<file path="src/rtl/lsu_params.svh">
`ifndef LSU_PARAMS_SVH
`define LSU_PARAMS_SVH

// data and byte address width
`define LSU_XLEN 32

// reorder-buffer tag width, nick 0 means value present
`define LSU_NICK_W 4

// sign-extended immediate width
`define LSU_IMM_W 32

// word-address bits of the data memory
`define LSU_MEM_AW 10

// cycles from accepted load to response
`define LSU_MEM_LAT 2

`endif

</file>
<file path="src/rtl/lsu_pkg.sv">
`include "lsu_params.svh"

package lsu_pkg;

    typedef logic [`LSU_XLEN-1:0]   data_t;
    typedef logic [`LSU_XLEN-1:0]   addr_t;
    typedef logic [`LSU_NICK_W-1:0] nick_t;
    typedef logic [`LSU_IMM_W-1:0]  imm_t;

    typedef enum logic [3:0] {
        OP_NONE = 4'd0,
        OP_LB   = 4'd1,
        OP_LBU  = 4'd2,
        OP_LH   = 4'd3,
        OP_LHU  = 4'd4,
        OP_LW   = 4'd5,
        OP_SB   = 4'd6,
        OP_SH   = 4'd7,
        OP_SW   = 4'd8
    } mem_op_e;

    typedef enum logic [1:0] {
        LEN_ONE  = 2'd0,
        LEN_TWO  = 2'd1,
        LEN_FOUR = 2'd2
    } acc_len_e;

    typedef struct packed {
        logic    valid;
        mem_op_e op;
        nick_t   nick;
        imm_t    imm;
        nick_t   rs1_nick;
        data_t   rs1_data;
        nick_t   rs2_nick;
        data_t   rs2_data;
    } dispatch_t;

    // shared by the execution and load result broadcasts
    typedef struct packed {
        logic  valid;
        nick_t nick;
        data_t data;
    } bcast_t;

    typedef struct packed {
        logic     valid;
        logic     is_store;
        logic     sign_ext;
        acc_len_e len;
        nick_t    nick;
        addr_t    addr;
        data_t    wdata;
    } mem_req_t;

    typedef struct packed {
        logic  valid;
        nick_t nick;
        data_t rdata;
    } mem_rsp_t;

endpackage

</file>
<file path="src/rtl/lsb.sv">
`include "lsu_params.svh"

module lsb (
    input  logic               clk,
    input  logic               rst_n,
    input  logic               flush,
    input  lsu_pkg::dispatch_t dispatch,
    input  lsu_pkg::bcast_t    ex_bcast,
    input  logic               commit_valid,
    input  lsu_pkg::nick_t     commit_nick,
    input  logic               mem_ready,
    input  lsu_pkg::mem_rsp_t  mem_rsp,
    output lsu_pkg::mem_req_t  mem_req,
    output lsu_pkg::bcast_t    lsb_bcast,
    output logic               full
);
    import lsu_pkg::*;

    localparam int NENT = 1 << `LSU_NICK_W;

    // per-entry control, operand 0 is rs1 and operand 1 is rs2
    logic [NENT-1:0]      occupied;
    logic [NENT-1:0]      committed;
    logic [NENT-1:0][1:0] src_rdy;
    logic [NENT-1:0][1:0] src_rdy_nx;
    logic [NENT-1:0]      is_st;

    // per-entry payload
    mem_op_e op       [NENT];
    imm_t    imm      [NENT];
    nick_t   src_nick [NENT][2];
    data_t   src_data [NENT][2];
    data_t   src_data_nx [NENT][2];

    logic  disp_en;
    nick_t disp_nick [2];
    data_t disp_val  [2];
    logic  disp_rdy  [2];
    data_t disp_data [2];

    logic  store_present;
    logic  st_found;
    logic  ld_found;
    nick_t st_idx;
    nick_t ld_idx;
    nick_t sel_idx;
    logic  issue_go;

    function automatic logic bcast_hit(bcast_t b, nick_t n);
        return b.valid && (b.nick == n);
    endfunction

    function automatic logic op_is_store(mem_op_e o);
        return (o == OP_SB) || (o == OP_SH) || (o == OP_SW);
    endfunction

    function automatic acc_len_e op_len(mem_op_e o);
        case (o)
            OP_LB, OP_LBU, OP_SB: return LEN_ONE;
            OP_LH, OP_LHU, OP_SH: return LEN_TWO;
            default:              return LEN_FOUR;
        endcase
    endfunction

    assign disp_en = dispatch.valid && (dispatch.op != OP_NONE);

    // operands at dispatch, picking up a broadcast seen in the same cycle
    always_comb begin
        disp_nick[0] = dispatch.rs1_nick;
        disp_nick[1] = dispatch.rs2_nick;
        disp_val[0]  = dispatch.rs1_data;
        disp_val[1]  = dispatch.rs2_data;
        for (int j = 0; j < 2; j++) begin
            disp_rdy[j]  = 1'b1;
            disp_data[j] = disp_val[j];
            if (disp_nick[j] != '0) begin
                if (bcast_hit(ex_bcast, disp_nick[j])) begin
                    disp_data[j] = ex_bcast.data;
                end else if (bcast_hit(lsb_bcast, disp_nick[j])) begin
                    disp_data[j] = lsb_bcast.data;
                end else begin
                    disp_rdy[j] = 1'b0;
                end
            end
        end
    end

    // wakeup from both broadcasts, also feeds selection as a bypass
    always_comb begin
        for (int i = 0; i < NENT; i++) begin
            is_st[i] = op_is_store(op[i]);
            for (int j = 0; j < 2; j++) begin
                src_rdy_nx[i][j]  = src_rdy[i][j];
                src_data_nx[i][j] = src_data[i][j];
                if (occupied[i] && !src_rdy[i][j]) begin
                    if (bcast_hit(ex_bcast, src_nick[i][j])) begin
                        src_rdy_nx[i][j]  = 1'b1;
                        src_data_nx[i][j] = ex_bcast.data;
                    end else if (bcast_hit(lsb_bcast, src_nick[i][j])) begin
                        src_rdy_nx[i][j]  = 1'b1;
                        src_data_nx[i][j] = lsb_bcast.data;
                    end
                end
            end
        end
    end

    assign store_present = |(occupied & is_st);

    // descending scan so the lowest ready nick wins
    always_comb begin
        st_found = 1'b0;
        ld_found = 1'b0;
        st_idx   = '0;
        ld_idx   = '0;
        for (int i = NENT - 1; i >= 1; i--) begin
            if (occupied[i] && is_st[i] && committed[i] && (&src_rdy_nx[i])) begin
                st_found = 1'b1;
                st_idx   = nick_t'(i);
            end
            if (occupied[i] && !is_st[i] && src_rdy_nx[i][0]) begin
                ld_found = 1'b1;
                ld_idx   = nick_t'(i);
            end
        end
    end

    assign sel_idx  = st_found ? st_idx : ld_idx;
    assign issue_go = mem_ready && !mem_req.valid && (st_found || (ld_found && !store_present));

    // entry 0 is never allocated
    assign full = &occupied[NENT-1:1];

    always_ff @(posedge clk) begin
        if (!rst_n || flush) begin
            occupied        <= '0;
            committed       <= '0;
            src_rdy         <= '0;
            mem_req.valid   <= 1'b0;
            lsb_bcast.valid <= 1'b0;
        end else begin
            src_rdy <= src_rdy_nx;
            if (commit_valid && occupied[commit_nick] && is_st[commit_nick]) begin
                committed[commit_nick] <= 1'b1;
            end
            mem_req.valid <= issue_go;
            if (issue_go) begin
                occupied[sel_idx] <= 1'b0;
                mem_req.is_store  <= is_st[sel_idx];
                mem_req.sign_ext  <= (op[sel_idx] == OP_LB) || (op[sel_idx] == OP_LH);
                mem_req.len       <= op_len(op[sel_idx]);
                mem_req.nick      <= sel_idx;
                mem_req.addr      <= addr_t'(src_data_nx[sel_idx][0] + imm[sel_idx]);
                mem_req.wdata     <= src_data_nx[sel_idx][1];
            end
            if (disp_en) begin
                occupied[dispatch.nick]  <= 1'b1;
                committed[dispatch.nick] <= 1'b0;
                src_rdy[dispatch.nick]   <= {disp_rdy[1], disp_rdy[0]};
            end
            // load result goes out one cycle after the memory response
            lsb_bcast.valid <= mem_rsp.valid;
            if (mem_rsp.valid) begin
                lsb_bcast.nick <= mem_rsp.nick;
                lsb_bcast.data <= mem_rsp.rdata;
            end
        end
    end

    always_ff @(posedge clk) begin
        src_data <= src_data_nx;
        if (disp_en) begin
            op[dispatch.nick]          <= dispatch.op;
            imm[dispatch.nick]         <= dispatch.imm;
            src_nick[dispatch.nick][0] <= dispatch.rs1_nick;
            src_nick[dispatch.nick][1] <= dispatch.rs2_nick;
            src_data[dispatch.nick][0] <= disp_data[0];
            src_data[dispatch.nick][1] <= disp_data[1];
        end
    end

    a_no_overwrite: assert property (@(posedge clk) disable iff (!rst_n || flush)
        disp_en |-> !occupied[dispatch.nick])
        else $error("dispatch into occupied entry %0d", dispatch.nick);

    a_req_ready: assert property (@(posedge clk) disable iff (!rst_n)
        mem_req.valid |-> mem_ready)
        else $error("memory request raised while memory busy");

    a_no_nick_zero: assert property (@(posedge clk) disable iff (!rst_n)
        disp_en |-> dispatch.nick != '0)
        else $error("dispatch with nick 0");

endmodule

</file>
<file path="config.mk">
export PLATFORM = sky130hd
export DESIGN_NAME = lsb
export DESIGN_NICKNAME = d
export VERILOG_FILES = /design/src/rtl/lsu_pkg.sv /design/src/rtl/lsb.sv
export VERILOG_INCLUDE_DIRS = /design/src /design/src/rtl
export SDC_FILE = /design/constraint.sdc
export NUM_CORES = 2
export LEC_CHECK = 0
export BUFFER_PORTS_ARGS = -buffer_cell sky130_fd_sc_hd__buf_2
export CORE_UTILIZATION = 45
export CTS_BUF_LIST = sky130_fd_sc_hd__clkbuf_4 sky130_fd_sc_hd__clkbuf_8
export CTS_CLUSTER_DIAMETER = 100
export CTS_CLUSTER_SIZE = 16
export DETAILED_ROUTE_END_ITERATION = 16
export PLACE_DENSITY = 0.68
export SLEW_MARGIN = 20
export SYNTH_ARGS = -nofsm -noshare
export SYNTH_HDL_FRONTEND = slang
export SYNTH_SLANG_ARGS = --single-unit
</file>
<file path="constraint.sdc">
create_clock -name clk -period 9.9 [get_ports clk]
set_input_delay 0.99 -clock clk [delete_from_list [all_inputs] [get_ports clk]]
set_output_delay 0.99 -clock clk [all_outputs]
set_load 0.05 [all_outputs]
</file>
# [Yosys cells after proc, flatten, opt, wreduce, memory -nomap -nowiden]
# Memories as Yosys holds them, arrays and structs flattened.
# Index checks and enable logic that the tools add are counted.
[classes] muxes=300 div_mod_pow=0 magnitude_cmp=9 n_shift=0 n_eq_ne=122 n_reduce_logical=294 multipliers=0 addsub=1 n_bitwise=10
[op_table] cell="two-way mux 32 bit" n=104
[op_table] cell="bitwise mux 1024 bit" n=2
[op_table] cell="two-way mux 1024 bit" n=1
[op_table] cell="demux 64 bit (select 4 bit)" n=2
[op_table] cell="== test 4 bit" n=68
[op_table] cell="binary-select mux 64 bit (select 4 bit)" n=1
[op_table] cell="two-way mux 64 bit" n=3
[op_table] cell="logical AND 1 bit" n=185
[op_table] cell="== test 4 x 3 -> 1 bit, second input constant" n=35
[op_table] cell="two-way mux 1 bit" n=140
[op_table] cell="two-way mux 4 bit" n=31
[op_table] cell="two-way mux 16 bit" n=6
[op_table] cell="== test 4 bit, second input constant" n=16
[op_table] cell="logical NOT 1 bit" n=50
[op_table] cell="bitwise AND 16 bit" n=3
[op_table] cell="logical OR 1 bit" n=35
[op_table] cell="AND reduction 2 bit" n=17
[op_table] cell="adder 32 bit" n=1
[op_table] cell="bitwise mux 32 bit" n=1
[op_table] cell="inverter 16 bit" n=2
[op_table] cell="OR 16 bit" n=2
[op_table] cell="OR reduction 16 bit" n=1
[op_table] cell="less-than comparator 4 x 5 -> 1 bit, second input constant" n=3
[op_table] cell="AND reduction 15 bit" n=1
[op_table] cell="14 further kinds" n=26
[totals] ram_bits=704 out_inout_bits=111 word_cells=799 reg_bits=1198 in_bits=196 latchBits=0 memories=3 romBits=0
[mem_list] memory="imm" depth=16 width=32 rd=1 rd_ports_with_merged_regs=0 write_ports=1 line="lsb.sv:30" source="imm_t imm [NENT];"
[mem_list] memory="src_nick" depth=16 width=8 rd=16 rd_ports_with_merged_regs=0 write_ports=1 line="lsb.sv:31" source="nick_t src_nick [NENT][2];"
[mem_list] memory="op" depth=16 width=4 rd=17 rd_ports_with_merged_regs=0 write_ports=1 line="lsb.sv:29" source="mem_op_e op [NENT];"

# [Depth between registers and ports, before layout]
[logic_depth] word_depth=33 depth_mapped=37 depth_no_buf=29

# [Least setup slack after synthesis]
# OpenSTA, ideal clock, no wires.
[synth_timing] path_type="input-to-reg" from="input ex_bcast[32] (netlist name)" to="register mem_req[60] (netlist name), data pin" arrival_ns=7.208 path_slack_ns=2.426 path_stages=32 required_time_ns=9.634 path_buffers=6 path_cell_list="buf_6 -> buf_6 -> xor2_1 -> nor3_1 -> and3_4 -> or2_4 -> o221a_4 -> or3_4 -> nand4bb_4 -> o32a_4 -> buf_6 -> buf_6 -> buf_2 -> buf_2 -> o21ai_0 -> a21oi_1 -> mux2_2 -> ha_1 -> fa_1 -> a21o_1 -> a21oi_1 -> o21bai_1 -> a21oi_1 -> o21bai_1 -> nand3_1 -> a31oi_1 -> o41a_1 -> a41o_1 -> o2111ai_1 -> a21boi_0 -> o41ai_1 -> xnor2_1"
[synth_between] elab_chain_len=27 elab_cells_between_ends=251 classes_between="1 x add/sub; 31 x eq/ne; 141 x mux; 1 x bitwise; 76 x reduce/logical; 1 x memory"
[synth_lines] element="from (decl)" line="lsb.sv:8" source="input lsu_pkg::bcast_t ex_bcast,"
[synth_lines] element="== test 4 bit" line="lsb.sv:50" source="return b.valid && (b.nick == n);"
[synth_lines] element="logical AND 1 bit" line="lsb.sv:50"
[synth_lines] element="two-way mux 1 bit" line="lsb.sv:96" source="if (bcast_hit(ex_bcast, src_nick[i][j])) begin"
[synth_lines] element="two-way mux 1 bit" line="lsb.sv:95" source="if (occupied[i] && !src_rdy[i][j]) begin"
[synth_lines] element="AND reduction 2 bit" line="lsb.sv:117" source="if (occupied[i] && is_st[i] && committed[i] && (&src_rdy_nx[i])) begin"
[synth_lines] element="logical AND 1 bit" line="lsb.sv:117"
[synth_lines] element="two-way mux 4 bit or two-way mux 1 bit (tied branches) (15 in a row)" line="lsb.sv:117"
[synth_lines] element="two-way mux 4 bit" line="lsb.sv:128" source="assign sel_idx = st_found ? st_idx : ld_idx;"
[synth_lines] element="inverter 4 -> 5 bit (implied by the code)" line="lsb.sv:153" source="mem_req.addr <= addr_t'(src_data_nx[sel_idx][0] + imm[sel_idx]);"
[synth_lines] element="binary-select mux 64 bit (select 4 bit)" line="lsb.sv:153"
[synth_lines] element="two-way mux 64 bit (2 in a row)"
[synth_lines] element="adder 32 bit (*)" line="lsb.sv:153"
[synth_lines] element="to (decl)" line="lsb.sv:13" source="output lsu_pkg::mem_req_t mem_req,"
# Mark *: on every way between the ends. The rest lies on a longest branch, timed or not. The select of a mux whose other input is x is not followed.
# A chain may end at the register's enable or synchronous reset.

# [Final worst setup path]
[layout_timing] from="register lsb_bcast[34] (netlist name)" to="register mem_req[61] (netlist name), data pin"
[layout_between] elab_chain_len=28 elab_cells_between_ends=297 classes_between="1 x add/sub; 31 x eq/ne; 187 x mux; 1 x bitwise; 76 x reduce/logical; 1 x memory"
[layout_lines] element="from (decl)" line="lsb.sv:14" source="output lsu_pkg::bcast_t lsb_bcast,"
[layout_lines] element="== test 4 bit" line="lsb.sv:50"
[layout_lines] element="logical AND 1 bit" line="lsb.sv:50"
[layout_lines] element="two-way mux 1 bit" line="lsb.sv:99" source="end else if (bcast_hit(lsb_bcast, src_nick[i][j])) begin"
[layout_lines] element="two-way mux 1 bit" line="lsb.sv:96"
[layout_lines] element="two-way mux 1 bit" line="lsb.sv:95"
[layout_lines] element="AND reduction 2 bit" line="lsb.sv:117"
[layout_lines] element="logical AND 1 bit" line="lsb.sv:117"
[layout_lines] element="two-way mux 4 bit or two-way mux 1 bit (tied branches) (15 in a row)" line="lsb.sv:117"
[layout_lines] element="two-way mux 4 bit" line="lsb.sv:128"
[layout_lines] element="inverter 4 -> 5 bit (implied by the code)" line="lsb.sv:153"
[layout_lines] element="binary-select mux 64 bit (select 4 bit)" line="lsb.sv:153"
[layout_lines] element="two-way mux 64 bit (2 in a row)"
[layout_lines] element="adder 32 bit (*)" line="lsb.sv:153"
# Marked as above.

==> summary.md <==
| Metric | Value |
|---|---|
| Pin count of the biggest net entering global routing | `about 140` |
| CTS resizes | `0` |
| Via density per instance | `6.28` |
| Sink Count | `1901` |
| DIE WIDTH | `around 480 um` |
| F_max | `around 0.11 GHz` |
| Mapped Cells | `12300` |
| Layout area overhead | `5.77%` |
| DRT antenna net count | `0` |
| Initial antenna violation count | `42` |
| Top_reg_cell synth | `dfxtp_1` |
| Starting Density | `0.454` |
| Layout net count | `12000` |
| CP max FO | `27` |
| Post-route cell area | `~110000 um2` |
| Num CTS Buffers | `approximately 140` |
| # port buffers | `roughly 310` |
| Clk_skew | `about 0.076 ns` |
| Placed insts | `~15000` |
| Async SR Flop Fraction | `0` |
| Drt pass-1 iters | `8` |
| Crit path DAT | `around 9.8 ns` |
| Post-synth EDFFs | `812` |
| Core ar. | `~230000 um2` |
| Worst-Margin Slew | `between 1 and 1.5 ns` |
| Sequential fraction of the synthesis area | `0.451` |
| Synth Area per Inst | `about 8.3 um2` |
| Synth area leaders | `edfxtp_1 24%, dfxtp_1 21%, mux2i_1 9.7%` |
| Slew HR | `0.137` |
| Sequential fraction of design power | `0.558` |
| CP dominant cell by count | `a21oi_1` |
| Clock transition at the registers of the reported paths | `approximately 0.12 ns` |
| Final GP Congestion | `0.967` |
| Combinational share of power | `0.192` |
| Yosys warning count | `0` |
| Cell taking the most area after synthesis | `edfxtp_1` |
| Chip height | `around 480 um` |
| Crit-path slowest cell | `o41ai_1` |
| Clock H-tree levels | `4` |
| Layout Cells excl Fill | `14900` |
| FP Rows | `174` |
| Maximum VDD drop | `between 0.1 and 0.15 mV` |
| R2R depth | `29` |
| Final core area utilization | `0.481` |
| Cts hold-fix bufs | `0` |
| Clock power frac | `0.251` |
| Number of global-route vias before repair | `slightly below 90000` |
| Reg-to-reg startpoint | `lsb_bcast[34]` |
| Final WL | `~400000 um` |
| Status | `finished clean` |
| Share of cells above drive strength 1 | `0.0981` |
| IO Pins | `roughly 310` |
| Post-synth top cells | `1909 x nand2_1, 1822 x nor2_1, 1259 x o21ai_0` |
| CTS max path bufs | `3` |
| Net Switching | `5.14 mW` |
| Crit path from | `lsb_bcast[34]` |
| Total grt overflow | `0` |
| Maxcap violations | `0` |
| Die area | `230000 um2` |
| Syn_nets | `12500` |
| Startpoint types | `flop` |
| Leak | `just under 40 nW` |
| Dpl cell area | `approximately 110000 um2` |
| Post-route minimum period | `approximately 9.1 ns` |
| Hold Crit Class | `in2reg` |
| HP Start | `mem_rsp[18]` |
| P_int | `between 10 and 15 mW` |
| CTS tree | `yes` |
| Vias post-DR | `between 90000 and 100k` |
| Switching Fraction | `0.300` |
| Remaining DRCs | `0` |
| Most frequent cell after synthesis | `nand2_1` |
| Initial DRC Count | `approximately 13000` |
| Crit share post-route | `0.918` |
| Final Hold Vio Count | `0` |
| Worst stage delay on the critical path | `1.00 ns` |
| Crit. End Element | `flop` |
| Post-CTS setup buffer count | `0` |
| Critical path type | `reg2reg` |
| Total Routing Usage GR | `0.334` |
| Cell variety after synth | `90` |
| First-pass GRT wire length | `between 500000 and 600000 um` |
| Hpwl dp | `about 230000 um` |
| Area share of the largest cell type after synthesis | `0.238` |
| Clock Latency Late Sink | `1.02 ns` |
| Worst path required time | `10.65 ns` |
| Wire per inst | `~27 um` |
| Clock root cell | `clkbuf_8` |
| Hold Path Stages | `1` |
| Setup_tns | `0 ns` |
| Cell Pwr Density | `between 150 and 200 nW/um2` |
| Slew Viols, Final | `0` |
| Mapped Area | `approximately 100000 um2` |
| RSZ-0062 raised after global routing | `no` |
| Final setup fails | `0` |
| Yosys reg bits | `about 1900` |
| Filler cell count | `21400` |
worst paths after layout:
path              endpoint  slack [ns]
max            mem_req[61]        0.81
min          lsb_bcast[18]        0.13
max reg2reg    mem_req[61]        0.81
min reg2reg  src_data[311]        0.53
placed cells by master (no fill, tap or decap), types with 24 or more instances in the layout:
| cell | count |
|---|---|
| a211oi_1 | 68 |
| a21oi_1 | 1080 |
| a22oi_1 | 44 |
| buf_12 | 26 |
| buf_2 | 306 |
| buf_4 | 279 |
| clkbuf_4 | 48 |
| clkbuf_8 | 141 |
| dfxtp_1 | 1089 |
| edfxtp_1 | 812 |
| ha_1 | 31 |
| inv_1 | 52 |
| mux2_2 | 144 |
| mux2i_1 | 991 |
| nand2_1 | 1907 |
| nand2b_1 | 53 |
| nand3_1 | 243 |
| nor2_1 | 1807 |
| nor2b_1 | 30 |
| nor3_1 | 264 |
| nor4_1 | 29 |
| o211ai_1 | 66 |
| o21ai_0 | 1258 |
| o21ai_2 | 24 |
| o22ai_1 | 70 |
| o311ai_0 | 71 |
| o311ai_1 | 41 |
| o31ai_1 | 95 |
| or2_2 | 27 |
| or3_1 | 105 |
| xnor2_1 | 107 |
| xor2_1 | 208 |
through the flow:
step / setup WS [ns] / total power, mW / hold WS, ns
2_1_floorplan: 2.43 / 11.9 / 0.479
3_3_place_gp: 0.339 / 12.7 / 0.496
3_5_place_dp: 0.243 / 12.9 / 0.509
4_1_cts: 0.915 / 17.1 / 0.0925
5_1_grt: 0.462 / 17.8 / 0.0893
6_report: 0.813 / 17.1 / 0.133
logic make-up after synthesis:
family                     count (synthesis)  share of synthesized area
and+or+nand+nor                         4625                      0.187
buffers and inverters                   1276                     0.0525
DFF                                     1901                      0.451
AOI/OAI and AO/OA                       2978                      0.162
adders and majority gates                 32                    0.00398
muxes                                   1155                      0.117
xor gates and xnor gates                 315                     0.0269
area by class of cell:
type	instances	area [um2]	share of cell area
multi-input cells	9105	51600	0.476
flip-flops and latches	1901	46200	0.426
repair buffers	612	4170	0.0385
well taps	2992	3740	0.0345
clock buffers	189	2300	0.0212
inverters	56	225	0.00208
clock inverters	17	178	0.00164
diodes	12	30.0	0.000277
flip-flops by register name, summed over array words and instances, names as in the netlist, 16 cells and up:
name / cells
src_data: 1024
imm: 512
src_nick: 128
mem_req: 73
op: 64
lsb_bcast: 37
src_rdy: 32
occupied: 16
worst max-delay path: cells and delay by family (launching register included):
kind / cells / cell delay, ns
flops: 1 / 0.77
fa+ha+maj: 1 / 0.28
compound gates: 19 / 6.26
simple gates: 5 / 0.50
buf+inv: 3 / 0.81
xor+xnor: 1 / 0.16
power groups by stage:
stage | combinational [mW] | sequential, mW | clock [mW]
after floorplan | 2.24 | 9.65 | 0
after global placement | 3.07 | 9.67 | 0
after detailed placement | 3.18 | 9.72 | 0
after CTS | 3.20 | 9.54 | 4.32
after global routing | 3.61 | 9.63 | 4.58
final | 3.29 | 9.56 | 4.30
layer usage:
metal / vias to the layer above / track usage / part of all wire
li1: 41400 / - / -
met1: 44500 / 0.436 / 0.39
met2: 6150 / 0.509 / 0.43
met3: 1366 / 0.0744 / 0.12
met4: 40 / 0.191 / 0.063
met5: - / 0 / 0.00066
Note: power is estimated with default switching activity, not from simulation.
